File: src/hdl/des_bus_pkg.sv
package des_bus_pkg;

  typedef logic [2:0]  wb_adr_t;
  typedef logic [31:0] wb_word_t;

  typedef struct packed {
    logic     cyc;
    logic     stb;
    logic     we;
    wb_adr_t  adr;
    wb_word_t dat;
  } wb_req_t;

  typedef struct packed {
    logic     ack;
    wb_word_t dat;
  } wb_rsp_t;

  // word addresses
  localparam wb_adr_t ADR_KEY_HI  = 3'd0;
  localparam wb_adr_t ADR_KEY_LO  = 3'd1;
  localparam wb_adr_t ADR_DATA_HI = 3'd2;
  localparam wb_adr_t ADR_DATA_LO = 3'd3;
  localparam wb_adr_t ADR_CTRL    = 3'd4;
  localparam wb_adr_t ADR_STATUS  = 3'd5;
  localparam wb_adr_t ADR_RES_HI  = 3'd6;
  localparam wb_adr_t ADR_RES_LO  = 3'd7;

  localparam int CTRL_START   = 0;
  localparam int CTRL_DECRYPT = 1;

  localparam int STAT_BUSY = 0;
  localparam int STAT_DONE = 1;

endpackage

File: src/hdl/des_tables_pkg.sv
package des_tables_pkg;

  typedef logic [63:0] block_t;
  typedef logic [31:0] half_t;
  typedef logic [27:0] cd_t;
  typedef logic [47:0] subkey_t;
  typedef logic [5:0]  sbox_in_t;
  typedef logic [3:0]  nibble_t;
  typedef logic [4:0]  round_t;

  typedef struct packed {
    block_t key;
    block_t block;
    logic   decrypt;
  } des_job_t;

  localparam int N_ROUNDS = 16;

  // source bit positions, 1 is the msb of the input word
  localparam int IP_TABLE [64] = '{
    58, 50, 42, 34, 26, 18, 10, 2, 60, 52, 44, 36, 28, 20, 12, 4,
    62, 54, 46, 38, 30, 22, 14, 6, 64, 56, 48, 40, 32, 24, 16, 8,
    57, 49, 41, 33, 25, 17, 9, 1, 59, 51, 43, 35, 27, 19, 11, 3,
    61, 53, 45, 37, 29, 21, 13, 5, 63, 55, 47, 39, 31, 23, 15, 7
  };

  localparam int FP_TABLE [64] = '{
    40, 8, 48, 16, 56, 24, 64, 32, 39, 7, 47, 15, 55, 23, 63, 31,
    38, 6, 46, 14, 54, 22, 62, 30, 37, 5, 45, 13, 53, 21, 61, 29,
    36, 4, 44, 12, 52, 20, 60, 28, 35, 3, 43, 11, 51, 19, 59, 27,
    34, 2, 42, 10, 50, 18, 58, 26, 33, 1, 41, 9, 49, 17, 57, 25
  };

  localparam int E_TABLE [48] = '{
    32, 1, 2, 3, 4, 5, 4, 5, 6, 7, 8, 9,
    8, 9, 10, 11, 12, 13, 12, 13, 14, 15, 16, 17,
    16, 17, 18, 19, 20, 21, 20, 21, 22, 23, 24, 25,
    24, 25, 26, 27, 28, 29, 28, 29, 30, 31, 32, 1
  };

  localparam int P_TABLE [32] = '{
    16, 7, 20, 21, 29, 12, 28, 17, 1, 15, 23, 26, 5, 18, 31, 10,
    2, 8, 24, 14, 32, 27, 3, 9, 19, 13, 30, 6, 22, 11, 4, 25
  };

  // first 28 entries feed C, the rest feed D
  localparam int PC1_TABLE [56] = '{
    57, 49, 41, 33, 25, 17, 9, 1, 58, 50, 42, 34, 26, 18,
    10, 2, 59, 51, 43, 35, 27, 19, 11, 3, 60, 52, 44, 36,
    63, 55, 47, 39, 31, 23, 15, 7, 62, 54, 46, 38, 30, 22,
    14, 6, 61, 53, 45, 37, 29, 21, 13, 5, 28, 20, 12, 4
  };

  localparam int PC2_TABLE [48] = '{
    14, 17, 11, 24, 1, 5, 3, 28, 15, 6, 21, 10,
    23, 19, 12, 4, 26, 8, 16, 7, 27, 20, 13, 2,
    41, 52, 31, 37, 47, 55, 30, 40, 51, 45, 33, 48,
    44, 49, 39, 56, 34, 53, 46, 42, 50, 36, 29, 32
  };

  // indexed directly by the 6-bit input, not by row and column
  localparam int SBOX [8][64] = '{
    '{14, 0, 4, 15, 13, 7, 1, 4, 2, 14, 15, 2, 11, 13, 8, 1,
      3, 10, 10, 6, 6, 12, 12, 11, 5, 9, 9, 5, 0, 3, 7, 8,
      4, 15, 1, 12, 14, 8, 8, 2, 13, 4, 6, 9, 2, 1, 11, 7,
      15, 5, 12, 11, 9, 3, 7, 14, 3, 10, 10, 0, 5, 6, 0, 13},
    '{15, 3, 1, 13, 8, 4, 14, 7, 6, 15, 11, 2, 3, 8, 4, 14,
      9, 12, 7, 0, 2, 1, 13, 10, 12, 6, 0, 9, 5, 11, 10, 5,
      0, 13, 14, 8, 7, 10, 11, 1, 10, 3, 4, 15, 13, 4, 1, 2,
      5, 11, 8, 6, 12, 7, 6, 12, 9, 0, 3, 5, 2, 14, 15, 9},
    '{10, 13, 0, 7, 9, 0, 14, 9, 6, 3, 3, 4, 15, 6, 5, 10,
      1, 2, 13, 8, 12, 5, 7, 14, 11, 12, 4, 11, 2, 15, 8, 1,
      13, 1, 6, 10, 4, 13, 9, 0, 8, 6, 15, 9, 3, 8, 0, 7,
      11, 4, 1, 15, 2, 14, 12, 3, 5, 11, 10, 5, 14, 2, 7, 12},
    '{7, 13, 13, 8, 14, 11, 3, 5, 0, 6, 6, 15, 9, 0, 10, 3,
      1, 4, 2, 7, 8, 2, 5, 12, 11, 1, 12, 10, 4, 14, 15, 9,
      10, 3, 6, 15, 9, 0, 0, 6, 12, 10, 11, 1, 7, 13, 13, 8,
      15, 9, 1, 4, 3, 5, 14, 11, 5, 12, 2, 7, 8, 2, 4, 14},
    '{2, 14, 12, 11, 4, 2, 1, 12, 7, 4, 10, 7, 11, 13, 6, 1,
      8, 5, 5, 0, 3, 15, 15, 10, 13, 3, 0, 9, 14, 8, 9, 6,
      4, 11, 2, 8, 1, 12, 11, 7, 10, 1, 13, 14, 7, 2, 8, 13,
      15, 6, 9, 15, 12, 0, 5, 9, 6, 10, 3, 4, 0, 5, 14, 3},
    '{12, 10, 1, 15, 10, 4, 15, 2, 9, 7, 2, 12, 6, 9, 8, 5,
      0, 6, 13, 1, 3, 13, 4, 14, 14, 0, 7, 11, 5, 3, 11, 8,
      9, 4, 14, 3, 15, 2, 5, 12, 2, 9, 8, 5, 12, 15, 3, 10,
      7, 11, 0, 14, 4, 1, 10, 7, 1, 6, 13, 0, 11, 8, 6, 13},
    '{4, 13, 11, 0, 2, 11, 14, 7, 15, 4, 0, 9, 8, 1, 13, 10,
      3, 14, 12, 3, 9, 5, 7, 12, 5, 2, 10, 15, 6, 8, 1, 6,
      1, 6, 4, 11, 11, 13, 13, 8, 12, 1, 3, 4, 7, 10, 14, 7,
      10, 9, 15, 5, 6, 0, 8, 15, 0, 14, 5, 2, 9, 3, 2, 12},
    '{13, 1, 2, 15, 8, 13, 4, 8, 6, 10, 15, 3, 11, 7, 1, 4,
      10, 12, 9, 5, 3, 6, 14, 11, 5, 0, 0, 14, 12, 9, 7, 2,
      7, 2, 11, 1, 4, 14, 1, 7, 9, 4, 12, 10, 14, 8, 2, 13,
      0, 15, 6, 12, 10, 9, 13, 0, 15, 3, 3, 5, 5, 6, 8, 11}
  };

  // left rotation per encrypt round
  localparam int SHIFT_SCHED [16] = '{
    1, 1, 2, 2, 2, 2, 2, 2, 1, 2, 2, 2, 2, 2, 2, 1
  };

endpackage

File: src/hdl/des_engine.sv
`timescale 1ns/10ps

module des_engine (
  input  logic                     clk,
  input  logic                     rst,
  input  logic                     start,
  input  des_tables_pkg::des_job_t job,
  output des_tables_pkg::block_t   result,
  output logic                     busy,
  output logic                     done
);
  import des_tables_pkg::*;

  typedef enum logic {
    IDLE,
    RUN
  } engine_state_t;

  engine_state_t state;
  round_t        round_q;
  half_t         l_q;
  half_t         r_q;
  half_t         f_val;
  half_t         r_next;
  subkey_t       subkey;
  block_t        ip_out;
  block_t        fp_out;
  block_t        preout;
  logic          accept;

  assign busy   = (state == RUN);
  assign accept = start && (state == IDLE);

  des_key_sched key_sched_inst (
    .clk     (clk),
    .rst     (rst),
    .load    (accept),
    .key     (job.key),
    .decrypt (job.decrypt),
    .round   (round_q),
    .subkey  (subkey)
  );

  des_round_f round_f_inst (
    .r      (r_q),
    .subkey (subkey),
    .f_out  (f_val)
  );

  assign r_next = l_q ^ f_val;
  // halves swapped before the final permutation
  assign preout = {r_next, r_q};

  always_comb begin
    for (int j = 0; j < 64; j++) begin
      ip_out[63 - j] = job.block[64 - IP_TABLE[j]];
      fp_out[63 - j] = preout[64 - FP_TABLE[j]];
    end
  end

  always_ff @(posedge clk) begin
    if (accept) begin
      l_q <= ip_out[63:32];
      r_q <= ip_out[31:0];
    end else if (state == RUN) begin
      l_q <= r_q;
      r_q <= r_next;
    end
  end

  always_ff @(posedge clk) begin
    if (rst) begin
      state   <= IDLE;
      round_q <= '0;
      done    <= 1'b0;
      result  <= '0;
    end else begin
      case (state)
        IDLE: begin
          if (start) begin
            state   <= RUN;
            round_q <= round_t'(1);
            done    <= 1'b0;
          end
        end
        RUN: begin
          if (round_q == round_t'(N_ROUNDS)) begin
            state   <= IDLE;
            round_q <= '0;
            done    <= 1'b1;
            result  <= fp_out;
          end else begin
            round_q <= round_q + round_t'(1);
          end
        end
        default: state <= IDLE;
      endcase
    end
  end

endmodule

File: src/hdl/des_key_sched.sv
`timescale 1ns/10ps

module des_key_sched (
  input  logic                    clk,
  input  logic                    rst,
  input  logic                    load,
  input  des_tables_pkg::block_t  key,
  input  logic                    decrypt,
  input  des_tables_pkg::round_t  round,
  output des_tables_pkg::subkey_t subkey
);
  import des_tables_pkg::*;

  cd_t        c_q;
  cd_t        d_q;
  cd_t        c_rot;
  cd_t        d_rot;
  logic       dec_q;
  int         shift;
  logic [55:0] pc1_out;
  logic [55:0] cd_rot;

  function automatic cd_t rotate(input cd_t v, input int n, input logic right);
    if (right) return (v >> n) | (v << ($bits(cd_t) - n));
    return (v << n) | (v >> ($bits(cd_t) - n));
  endfunction

  always_comb begin
    for (int j = 0; j < 56; j++) pc1_out[55 - j] = key[64 - PC1_TABLE[j]];
  end

  // round 0 means idle, nothing moves
  // decrypt walks back through the encrypt schedule, first round unrotated
  always_comb begin
    shift = 0;
    if (round != '0) begin
      if (!dec_q) shift = SHIFT_SCHED[int'(round) - 1];
      else if (round > 5'd1) shift = SHIFT_SCHED[17 - int'(round)];
    end
    c_rot  = rotate(c_q, shift, dec_q);
    d_rot  = rotate(d_q, shift, dec_q);
    cd_rot = {c_rot, d_rot};
    for (int j = 0; j < 48; j++) subkey[47 - j] = cd_rot[56 - PC2_TABLE[j]];
  end

  always_ff @(posedge clk) begin
    if (load) begin
      c_q <= pc1_out[55:28];
      d_q <= pc1_out[27:0];
    end else begin
      c_q <= c_rot;
      d_q <= d_rot;
    end
  end

  always_ff @(posedge clk) begin
    if (rst) dec_q <= 1'b0;
    else if (load) dec_q <= decrypt;
  end

endmodule

File: src/hdl/des_round_f.sv
`timescale 1ns/10ps

module des_round_f (
  input  des_tables_pkg::half_t   r,
  input  des_tables_pkg::subkey_t subkey,
  output des_tables_pkg::half_t   f_out
);
  import des_tables_pkg::*;

  subkey_t  expanded;
  subkey_t  mixed;
  half_t    s_out;
  sbox_in_t idx [8];

  // expansion, 48 bits out of 32
  always_comb begin
    for (int j = 0; j < 48; j++) expanded[47 - j] = r[32 - E_TABLE[j]];
  end

  assign mixed = expanded ^ subkey;

  // s1 takes the top six bits
  always_comb begin
    for (int i = 0; i < 8; i++) begin
      idx[i] = mixed[47 - 6 * i -: 6];
      s_out[31 - 4 * i -: 4] = nibble_t'(SBOX[i][idx[i]]);
    end
  end

  always_comb begin
    for (int j = 0; j < 32; j++) f_out[31 - j] = s_out[32 - P_TABLE[j]];
  end

endmodule

File: src/hdl/des_top.sv
`timescale 1ns/10ps

module des_top (
  input  logic                 clk,
  input  logic                 rst,
  input  des_bus_pkg::wb_req_t wb_req,
  output des_bus_pkg::wb_rsp_t wb_rsp
);
  import des_tables_pkg::*;

  des_job_t job;
  block_t   result;
  logic     start;
  logic     busy;
  logic     done;

  des_wb_regs wb_regs_inst (
    .clk    (clk),
    .rst    (rst),
    .wb_req (wb_req),
    .wb_rsp (wb_rsp),
    .start  (start),
    .job    (job),
    .result (result),
    .busy   (busy),
    .done   (done)
  );

  // engine ignores start while busy
  des_engine engine_inst (
    .clk    (clk),
    .rst    (rst),
    .start  (start),
    .job    (job),
    .result (result),
    .busy   (busy),
    .done   (done)
  );

endmodule

File: src/hdl/des_wb_regs.sv
`timescale 1ns/10ps

module des_wb_regs (
  input  logic                     clk,
  input  logic                     rst,
  input  des_bus_pkg::wb_req_t     wb_req,
  output des_bus_pkg::wb_rsp_t     wb_rsp,
  output logic                     start,
  output des_tables_pkg::des_job_t job,
  input  des_tables_pkg::block_t   result,
  input  logic                     busy,
  input  logic                     done
);
  import des_bus_pkg::*;
  import des_tables_pkg::*;

  wb_word_t key_hi;
  wb_word_t key_lo;
  wb_word_t data_hi;
  wb_word_t data_lo;
  logic     decrypt_q;
  logic     ack_q;
  wb_word_t dat_q;
  wb_word_t rd_word;
  logic     access;
  logic     wr;

  // a held stb after ack is not a new access
  assign access = wb_req.cyc && wb_req.stb && !ack_q;
  assign wr     = access && wb_req.we;

  always_comb begin
    rd_word = '0;
    case (wb_req.adr)
      ADR_KEY_HI:  rd_word = key_hi;
      ADR_KEY_LO:  rd_word = key_lo;
      ADR_DATA_HI: rd_word = data_hi;
      ADR_DATA_LO: rd_word = data_lo;
      ADR_CTRL:    rd_word[CTRL_DECRYPT] = decrypt_q;
      ADR_STATUS: begin
        rd_word[STAT_BUSY] = busy;
        rd_word[STAT_DONE] = done;
      end
      ADR_RES_HI:  rd_word = result[63:32];
      ADR_RES_LO:  rd_word = result[31:0];
      default:     rd_word = '0;
    endcase
  end

  always_ff @(posedge clk) begin
    if (rst) begin
      key_hi    <= '0;
      key_lo    <= '0;
      data_hi   <= '0;
      data_lo   <= '0;
      decrypt_q <= 1'b0;
      ack_q     <= 1'b0;
      dat_q     <= '0;
      start     <= 1'b0;
    end else begin
      ack_q <= access;
      start <= 1'b0;
      if (access) dat_q <= rd_word;
      if (wr) begin
        case (wb_req.adr)
          ADR_KEY_HI:  key_hi  <= wb_req.dat;
          ADR_KEY_LO:  key_lo  <= wb_req.dat;
          ADR_DATA_HI: data_hi <= wb_req.dat;
          ADR_DATA_LO: data_lo <= wb_req.dat;
          ADR_CTRL: begin
            decrypt_q <= wb_req.dat[CTRL_DECRYPT];
            // pulse lines up with ack
            start     <= wb_req.dat[CTRL_START];
          end
          default: ;
        endcase
      end
    end
  end

  assign job = '{key: {key_hi, key_lo}, block: {data_hi, data_lo}, decrypt: decrypt_q};

  assign wb_rsp = '{ack: ack_q, dat: dat_q};

endmodule

File: config.mk
export PLATFORM = sky130hd
export DESIGN_NAME = des_top
export DESIGN_NICKNAME = d
export VERILOG_FILES = /design/src/hdl/des_bus_pkg.sv /design/src/hdl/des_tables_pkg.sv /design/src/hdl/des_engine.sv /design/src/hdl/des_key_sched.sv /design/src/hdl/des_round_f.sv /design/src/hdl/des_top.sv /design/src/hdl/des_wb_regs.sv
export SDC_FILE = /design/constraint.sdc
export NUM_CORES = 1
export LEC_CHECK = 0
export BUFFER_PORTS_ARGS = -buffer_cell sky130_fd_sc_hd__buf_2
export CAP_MARGIN = 0
export CORE_MARGIN = 8
export CORE_UTILIZATION = 26
export CTS_BUF_LIST = sky130_fd_sc_hd__clkbuf_4 sky130_fd_sc_hd__clkbuf_8
export CTS_CLUSTER_DIAMETER = 120
export DETAILED_ROUTE_END_ITERATION = 7
export GPL_TIMING_DRIVEN = 0
export PLACE_DENSITY_LB_ADDON = 0.08
export SETUP_SLACK_MARGIN = 0.15
export SLEW_MARGIN = 20
export SYNTH_ARGS = -nofsm -noshare
export SYNTH_HDL_FRONTEND = slang
export SYNTH_SLANG_ARGS = --single-unit
File: constraint.sdc
create_clock -name clk -period 8.6 [get_ports clk]
set_clock_uncertainty 0.15 [all_clocks]
set_input_delay 1.29 -clock clk [delete_from_list [all_inputs] [get_ports clk]]
set_output_delay 1.29 -clock clk [all_outputs]
set_load 0.02 [all_outputs]
After elaboration in Yosys (flattened, before gate mapping). Memory sizes are Yosys's and may differ from the RTL's. Cells that the tools add are included.

Word-level logic and storage cells: 141. Bits in registers: 355. Memories: 10. Memory bits (read-only): 17408. Output and inout port bits: 33.

Memory list: (no name shown) (words 64, width 32, rd ports 1, clocked after Yosys merged registers in 0, write ports 0, RTL line des_round_f.sv:26) `s_out[31 - 4 * i -: 4] = nibble_t'(SBOX[i][idx[i]]);`; (no name shown) (words 64, width 32, rd ports 1, clocked after Yosys merged registers in 0, write ports 0, RTL line des_round_f.sv:26); (no name shown) (words 64, width 32, rd ports 1, clocked after Yosys merged registers in 0, write ports 0, RTL line des_round_f.sv:26); (no name shown) (words 64, width 32, rd ports 1, clocked after Yosys merged registers in 0, write ports 0, RTL line des_round_f.sv:26); (no name shown) (words 64, width 32, rd ports 1, clocked after Yosys merged registers in 0, write ports 0, RTL line des_round_f.sv:26); (no name shown) (words 64, width 32, rd ports 1, clocked after Yosys merged registers in 0, write ports 0, RTL line des_round_f.sv:26); +4 memories.

Mux-type cells: 46. $add $sub $neg: 4. Bitwise gates (word level): 19. Eq/ne operators: 10. Reductions and logical operators: 16. Shifts and indexed selects: 8. $lt $le $gt $ge: 11.

Operator list (count): $mux W32 (11); $pmux W30 S6 (1); $mux W28 (6); $shl A28 B32 Y28 (4); $shr A28 B32 Y28 (4); $or A28 B28 Y28 (4); $ge A32 B5 Y1 const B (2); $mux W4 (16); $not A32 Y32 (2); $ge A7 B7 Y1 const B (8); $not A6 Y7 (8); $xor A48 B48 Y48 (1); $sub A6 B32 Y32 const A (1); $xor A32 B32 Y32 (1); $reduce_and A2 Y1 (7); $eq A3 B3 Y1 const B (4); $mux W5 (2); $pmux W5 S2 (1); $pmux W1 S8 (1); $pmux W1 S7 (1); $eq A3 B2 Y1 const B (2); $sub A5 B1 Y6 const B (1); $sub A5 B5 Y6 const A (1); $add A5 B1 Y5 const B (1); other kinds (13) (24).

Depth between registers and ports, before layout.
Word-level depth: 21. Gate-level depth with buffers: 31.

Modules after synthesis. From an unflattened synthesis, not the netlist that was laid out.

Cell total of the unflattened synthesis: 2867. Area, all modules: 23744.0 sq um.

By module, submodules not included: des_wb_regs (cells an instance 881, instances 1, area each 7165.6 sq um); des_engine (cells an instance 503, instances 1, area each 5947.0 sq um); des_key_sched (cells an instance 721, instances 1, area each 5390.2 sq um); des_round_f (cells an instance 762, instances 1, area each 5241.3 sq um).

Least setup slack after synthesis. OpenSTA, ideal clock, no wires.

Kind: reg-to-reg. Start: reg engine_inst.round_q[2]. End: reg engine_inst.r_q[18], data pin. Data arrival time: 6.634 ns. Required time: 8.180 ns. Clock period less this slack: 7.054 ns. Slack: 1.546 ns. Stages on the path, launching flop included: 32. Path through: dfxtp_1 buf_6 inv_1 ha_1 mux2_2 o221a_2 nor2_4 a21oi_4 inv_2 buf_6 buf_2 buf_2 buf_1 buf_1 ha_1 clkbuf_1 nor2_1 inv_1 a2111oi_0 a211oi_1 mux2i_1 o311ai_1 inv_1 ha_1 buf_1 inv_1 nor4_1 o41ai_1 o311a_1 o32ai_1 xor2_1 a21oi_1.

Cells in the longest elaborated chain, start to end: 21. Elaborated cells between the ends (all ways): 32.

Ends and longest elaborated chain: from (decl) (RTL line des_engine.sv:20) `round_t round_q;`; from (signal assigned) (RTL line des_engine.sv:82) `round_q <= round_t'(1);`; from (signal assigned) (RTL line des_engine.sv:93) `round_q <= round_q + round_t'(1);`; $sub A5 B5 Y6 (RTL line des_key_sched.sv:38) `else if (round > 5'd1) shift = SHIFT_SCHED[17 - int'(round)];`; $not A32 Y32 (not written as such) (RTL line des_key_sched.sv:38); $mem_v2 Z16 W32; $mux W32 (not written as such) (2 in a row) (RTL line des_key_sched.sv:38); $mux W32 (RTL line des_key_sched.sv:38); $mux W32 (RTL line des_key_sched.sv:37) `if (!dec_q) shift = SHIFT_SCHED[int'(round) - 1];`; $mux W32 * (RTL line des_key_sched.sv:36) `if (round != '0) begin`; $sub A6 B32 Y32 (RTL line des_key_sched.sv:24, des_key_sched.sv:25); [3 not listed]; $mux W28 * (RTL line des_key_sched.sv:25) `return (v << n) | (v >> ($bits(cd_t) - n));`; $xor A48 B48 Y48 * (RTL line des_round_f.sv:20) `assign mixed = expanded ^ subkey;`; $not A6 Y7 (not written as such) * (RTL line des_round_f.sv:26); $mem_v2 Z64 W32 *; $mux W4 (not written as such) * (2 in a row) (RTL line des_round_f.sv:26); $xor A32 B32 Y32 * (RTL line des_engine.sv:50) `assign r_next = l_q ^ f_val;`; $mux W32 * (RTL line des_engine.sv:65) `end else if (state == RUN) begin`; $mux W32 * (RTL line des_engine.sv:62) `if (accept) begin`; to (signal assigned) (RTL line des_engine.sv:64) `r_q <= ip_out[31:0];`; to (signal assigned) (RTL line des_engine.sv:67) `r_q <= r_next;`; to (decl) (RTL line des_engine.sv:22) `half_t r_q;`.

Every way passes the cells marked *; elsewhere a longest branch is shown, timed or not. The select of a mux whose other input is x is not followed. A chain may end at the register's enable or synchronous reset.

Worst setup path after layout.
Start: reg engine_inst.round_q[2]. End: reg engine_inst.r_q[1], data pin.

The elaborated chain is that of the path after synthesis.

==> results.cfg <==
[yosys]
dominantRegCellSynth = dfxtp_1
sequential_to_total_area_share_from_yosys_stat_pct = 30.92
netlist_top_cells_count = 608 x nand2_1, 353 x a21oi_1, 291 x dfxtp_1, 252 x nor2_1, 216 x clkbuf_1
synth_top_cells_by_area = dfxtp_1 23%, nand2_1 9.1%, edfxtp_1 7.7%, a21oi_1 7.1%, nor2_1 3.8%
post-synth-top-count-cell = nand2_1
netlist_area_um2 = 25060
netlist.area_leader.share_pct = 23.25
synth-edff-count = 64
syn-instance-count = 3334
synth.largest_area_cell = dfxtp_1
post_synth_num_cell_types = 106
synth_nets = 3441
synthesis_warning_total = 0
synthArstFlopShare_pct = 0
post_synth.cell_area_avg_um2 = 7.515
number_of_synthesized_register_bits = 355

[sta]
timing_max_transition_violations_final = 0
worst_slew_margin_rel_pct = 17.54
whs_ps = 307.6
total_neg_setup_slack_ps = 0
setup_viol = 0
finalCritPeriodShare_pct = 95.86
unrepaired_setup_endpoints_after_global_routing = false
period_minus_slack_ps = 8244
tightest_slew_ps = 1228
hold_viol_final = 0
max_freq_mhz = 121.3

[global_route]
gr-usage-met2_pct = 43.45
use_met1_pct = 34.79
grtUsageTotal_pct = 27.13
grt_start_max_net_pins = 46
grt_first_pass_wirelength_mm = 213.0
number_of_antenna_violations_at_the_first_check_in_global_routing = 9
globalRoute.totalOverflow = 0
grt_most_used_layer = met2
first_global_vias = 27034
grtUsageMet3_pct = 6.318

[run]
max_cap_viol_count = 0

[clock_network]
clk_pin_slew_worst_paths_ps = 60
worst_skew_pair.late_latency_ps = 700
tritoncts_clock_tree = yes
clock_tree.htree_level_count = 3
cts.path.max_buffers = 3
cts_sinks = 355
tritoncts.num_buffers = 72
cts.root.buffer_cell = clkbuf_8

[routing]
detailedRoute.firstPassIterationCount = 6
vias_after_detailed_routing = 28493
drt-initial-drc-count = 3154
remaining_drc_errors = 0
ratio_of_routed_vias_to_standard_cells = 5.908
wire_per_inst_um = 31.49
drt.antenna.violating_nets = 0
totalWireLength_mm = 151.9

[power_and_ir_drop]
worst_ir_drop_vdd_mv = 0.1249
post-layout-total-power_uw = 8370
power.density_nw_per_um2 = 290.0
power.leakage_uw = 0.009932

[critical_path]
crit_type = flip-flop to flip-flop
worstSetupStartpointType = flip-flop
timing.critical_path.buf_inv = 9
worst_setup_path_startpoint = engine_inst.round_q[2]
reg2reg_from = engine_inst.round_q[2]
critPathMaxStageDelay_ps = 750
cp_common_cell = ha_1
arrival_ps = 8580
cp_slowest_cell = a211oi_1
crit_path_end_kind = flip-flop
required_ps = 8940
timing.critical_path.max_delay_family = compound AO/OA/AOI/OAI gates
reg2reg_setup_slack_ps = 360
path_max_fanout = 19
r2r_cells = 27
r2r_end = engine_inst.r_q[1]

[min_path]
hold_path_depth = 2
timing.hold.worst.start = engine_inst.result[55]
min_to = engine_inst.result[55]
hold_path.class = flip-flop to flip-flop

[floorplanning]
die_w_um = 326.4
number_of_rows_in_the_core_area = 114
design.portCount = 73
chipHeight_um = 326.4
die-area_um2 = 106600
start_util_pct = 26.06
core_area_um2 = 96140

[place]
place_hpwl_mm = 120.0
placed_cells = 4685
place.gp.congestion = 0.9983
port_buffers = 71

[layout]
fin_cells = 4823
layout-drive-gt1-share_pct = 10.95
syn2layout_area_growth_pct = 15.19
num-nets-final = 3591

[status]
outcome = completed
-- layout by cell type, fill, tap and decap left out, types with 14 or more instances in the layout --
cell type  Yosys  layout
o21ai_0      132     131
and2_1        17      17
nand2_1      608     608
edfxtp_1      64      64
buf_4         11      18
nand4_1       33      33
ha_1          67      67
or3_1         29      29
a31oi_1       75      72
clkbuf_8       0      82
a311oi_1      28      26
a21oi_1      353     351
nor4_1        21      20
a22oi_1      103     102
o221ai_1      23      23
mux2_2        20      20
nor3_1        66      66
inv_1         77      76
a211o_1       21      21
o31ai_1       38      36
a211oi_1      77      73
o21a_1        15      15
mux2i_1       36      36
xor2_1        27      26
buf_2         41     113
a21o_1        17      17
xnor2_1       29      29
o211ai_1      56      56
o2111ai_1     18      18
nand3b_1      17      17
dfxtp_1      291     291
buf_1         18      14
and3_1        25      25
a221oi_1      14      14
clkbuf_1     216     209
clkbuf_4       0      26
nand2b_1      16      16
nand3_1       93      93
nor2_1       252     250
-- flip-flops by register name (all words and copies together) (netlist names) --
name                              flops
engine_inst.result                   64
engine_inst.l_q                      32
engine_inst.r_q                      32
wb_regs_inst.dat_q                   32
wb_regs_inst.data_hi                 32
wb_regs_inst.data_lo                 32
wb_regs_inst.key_hi                  32
wb_regs_inst.key_lo                  32
engine_inst.key_sched_inst.c_q       28
engine_inst.key_sched_inst.d_q       28
engine_inst.round_q                   5
engine_inst.busy                      1
engine_inst.done                      1
engine_inst.key_sched_inst.dec_q      1
wb_regs_inst.ack_q                    1
wb_regs_inst.decrypt_q                1
wb_regs_inst.start                    1
-- through the flow --
step                cell area [um2]  worst slack, ps  util [%]
global route                  28850            160.7     30.01
detailed placement            27150            -1432     28.24
finish                        28860            356.3     30.02
floorplan                     25060             1546         -
CTS                           28800            130.6     29.95
global placement              27010            -3094     28.09
-- cells by family (layout without fill, tap and decap cells) --
kind of cell    count (synthesis)  count (layout)  share of synthesized area, %
simple gates                 1233            1233                         21.79
compound gates               1177            1177                         32.17
xor+xnor                       64              64                         2.527
flops                         355             355                         30.92
buf+inv                       372             580                         6.067
mux                            66              66                         3.176
fa+ha+maj                      67              67                         3.346
other cells                     0               5                             0
-- area by class of cell --
| cell class | count | area (um2) |
|---|---|---|
| Fill cell | 10731 | 67280 |
| Inverter | 81 | 306.5 |
| Timing Repair Buffer | 78 | 427.9 |
| Tap cell | 1276 | 1597 |
| Clock buffer | 108 | 1324 |
| Clock inverter | 24 | 291.5 |
| Sequential cell | 355 | 7747 |
| Buffer | 289 | 1222 |
| Antenna cell | 5 | 12.51 |
| Multi-Input combinational cell | 2607 | 15930 |
-- what timing repair did --
item                       4_1_cts  5_1_grt
resized for setup               12       15
setup buffers                    0        3
cloned                           0        0
pin swaps                        1        3
hold buffers                     0        0
setup endpoints to repair       55       38
-- metal layers --
metal	share of wire [%]	vias up	routed length [um]
met5	0.027	-	41
met1	42	14023	63540
met4	5.1	6	7762
met3	8.4	309	12800
met2	45	1466	67730
li1	-	12689	-
-- worst min-delay path: stages (launching register included) --
cell and delay [ps]:
dfxtp_1 300, nand2_1 50, a21oi_1 50
-- where the power goes --
part	switching [uW]	internal, uW	total (uW)
clock	914	1130	2040
sequential	380	1870	2250
combinational	2720	1350	4080
total	4020	4350	8370
-- worst max path at each step --
stage                             end  slack, ps  cells past startpoint
2_1_floorplan     engine_inst.r_q[18]       1550                     31
3_3_place_gp   engine_inst.result[44]      -3090                     31
3_5_place_dp      engine_inst.r_q[18]      -1430                     32
4_1_cts           engine_inst.r_q[18]        130                     30
5_1_grt           engine_inst.r_q[18]        160                     30
6_report           engine_inst.r_q[1]        360                     27
Note: power is estimated with default switching activity, not from simulation.
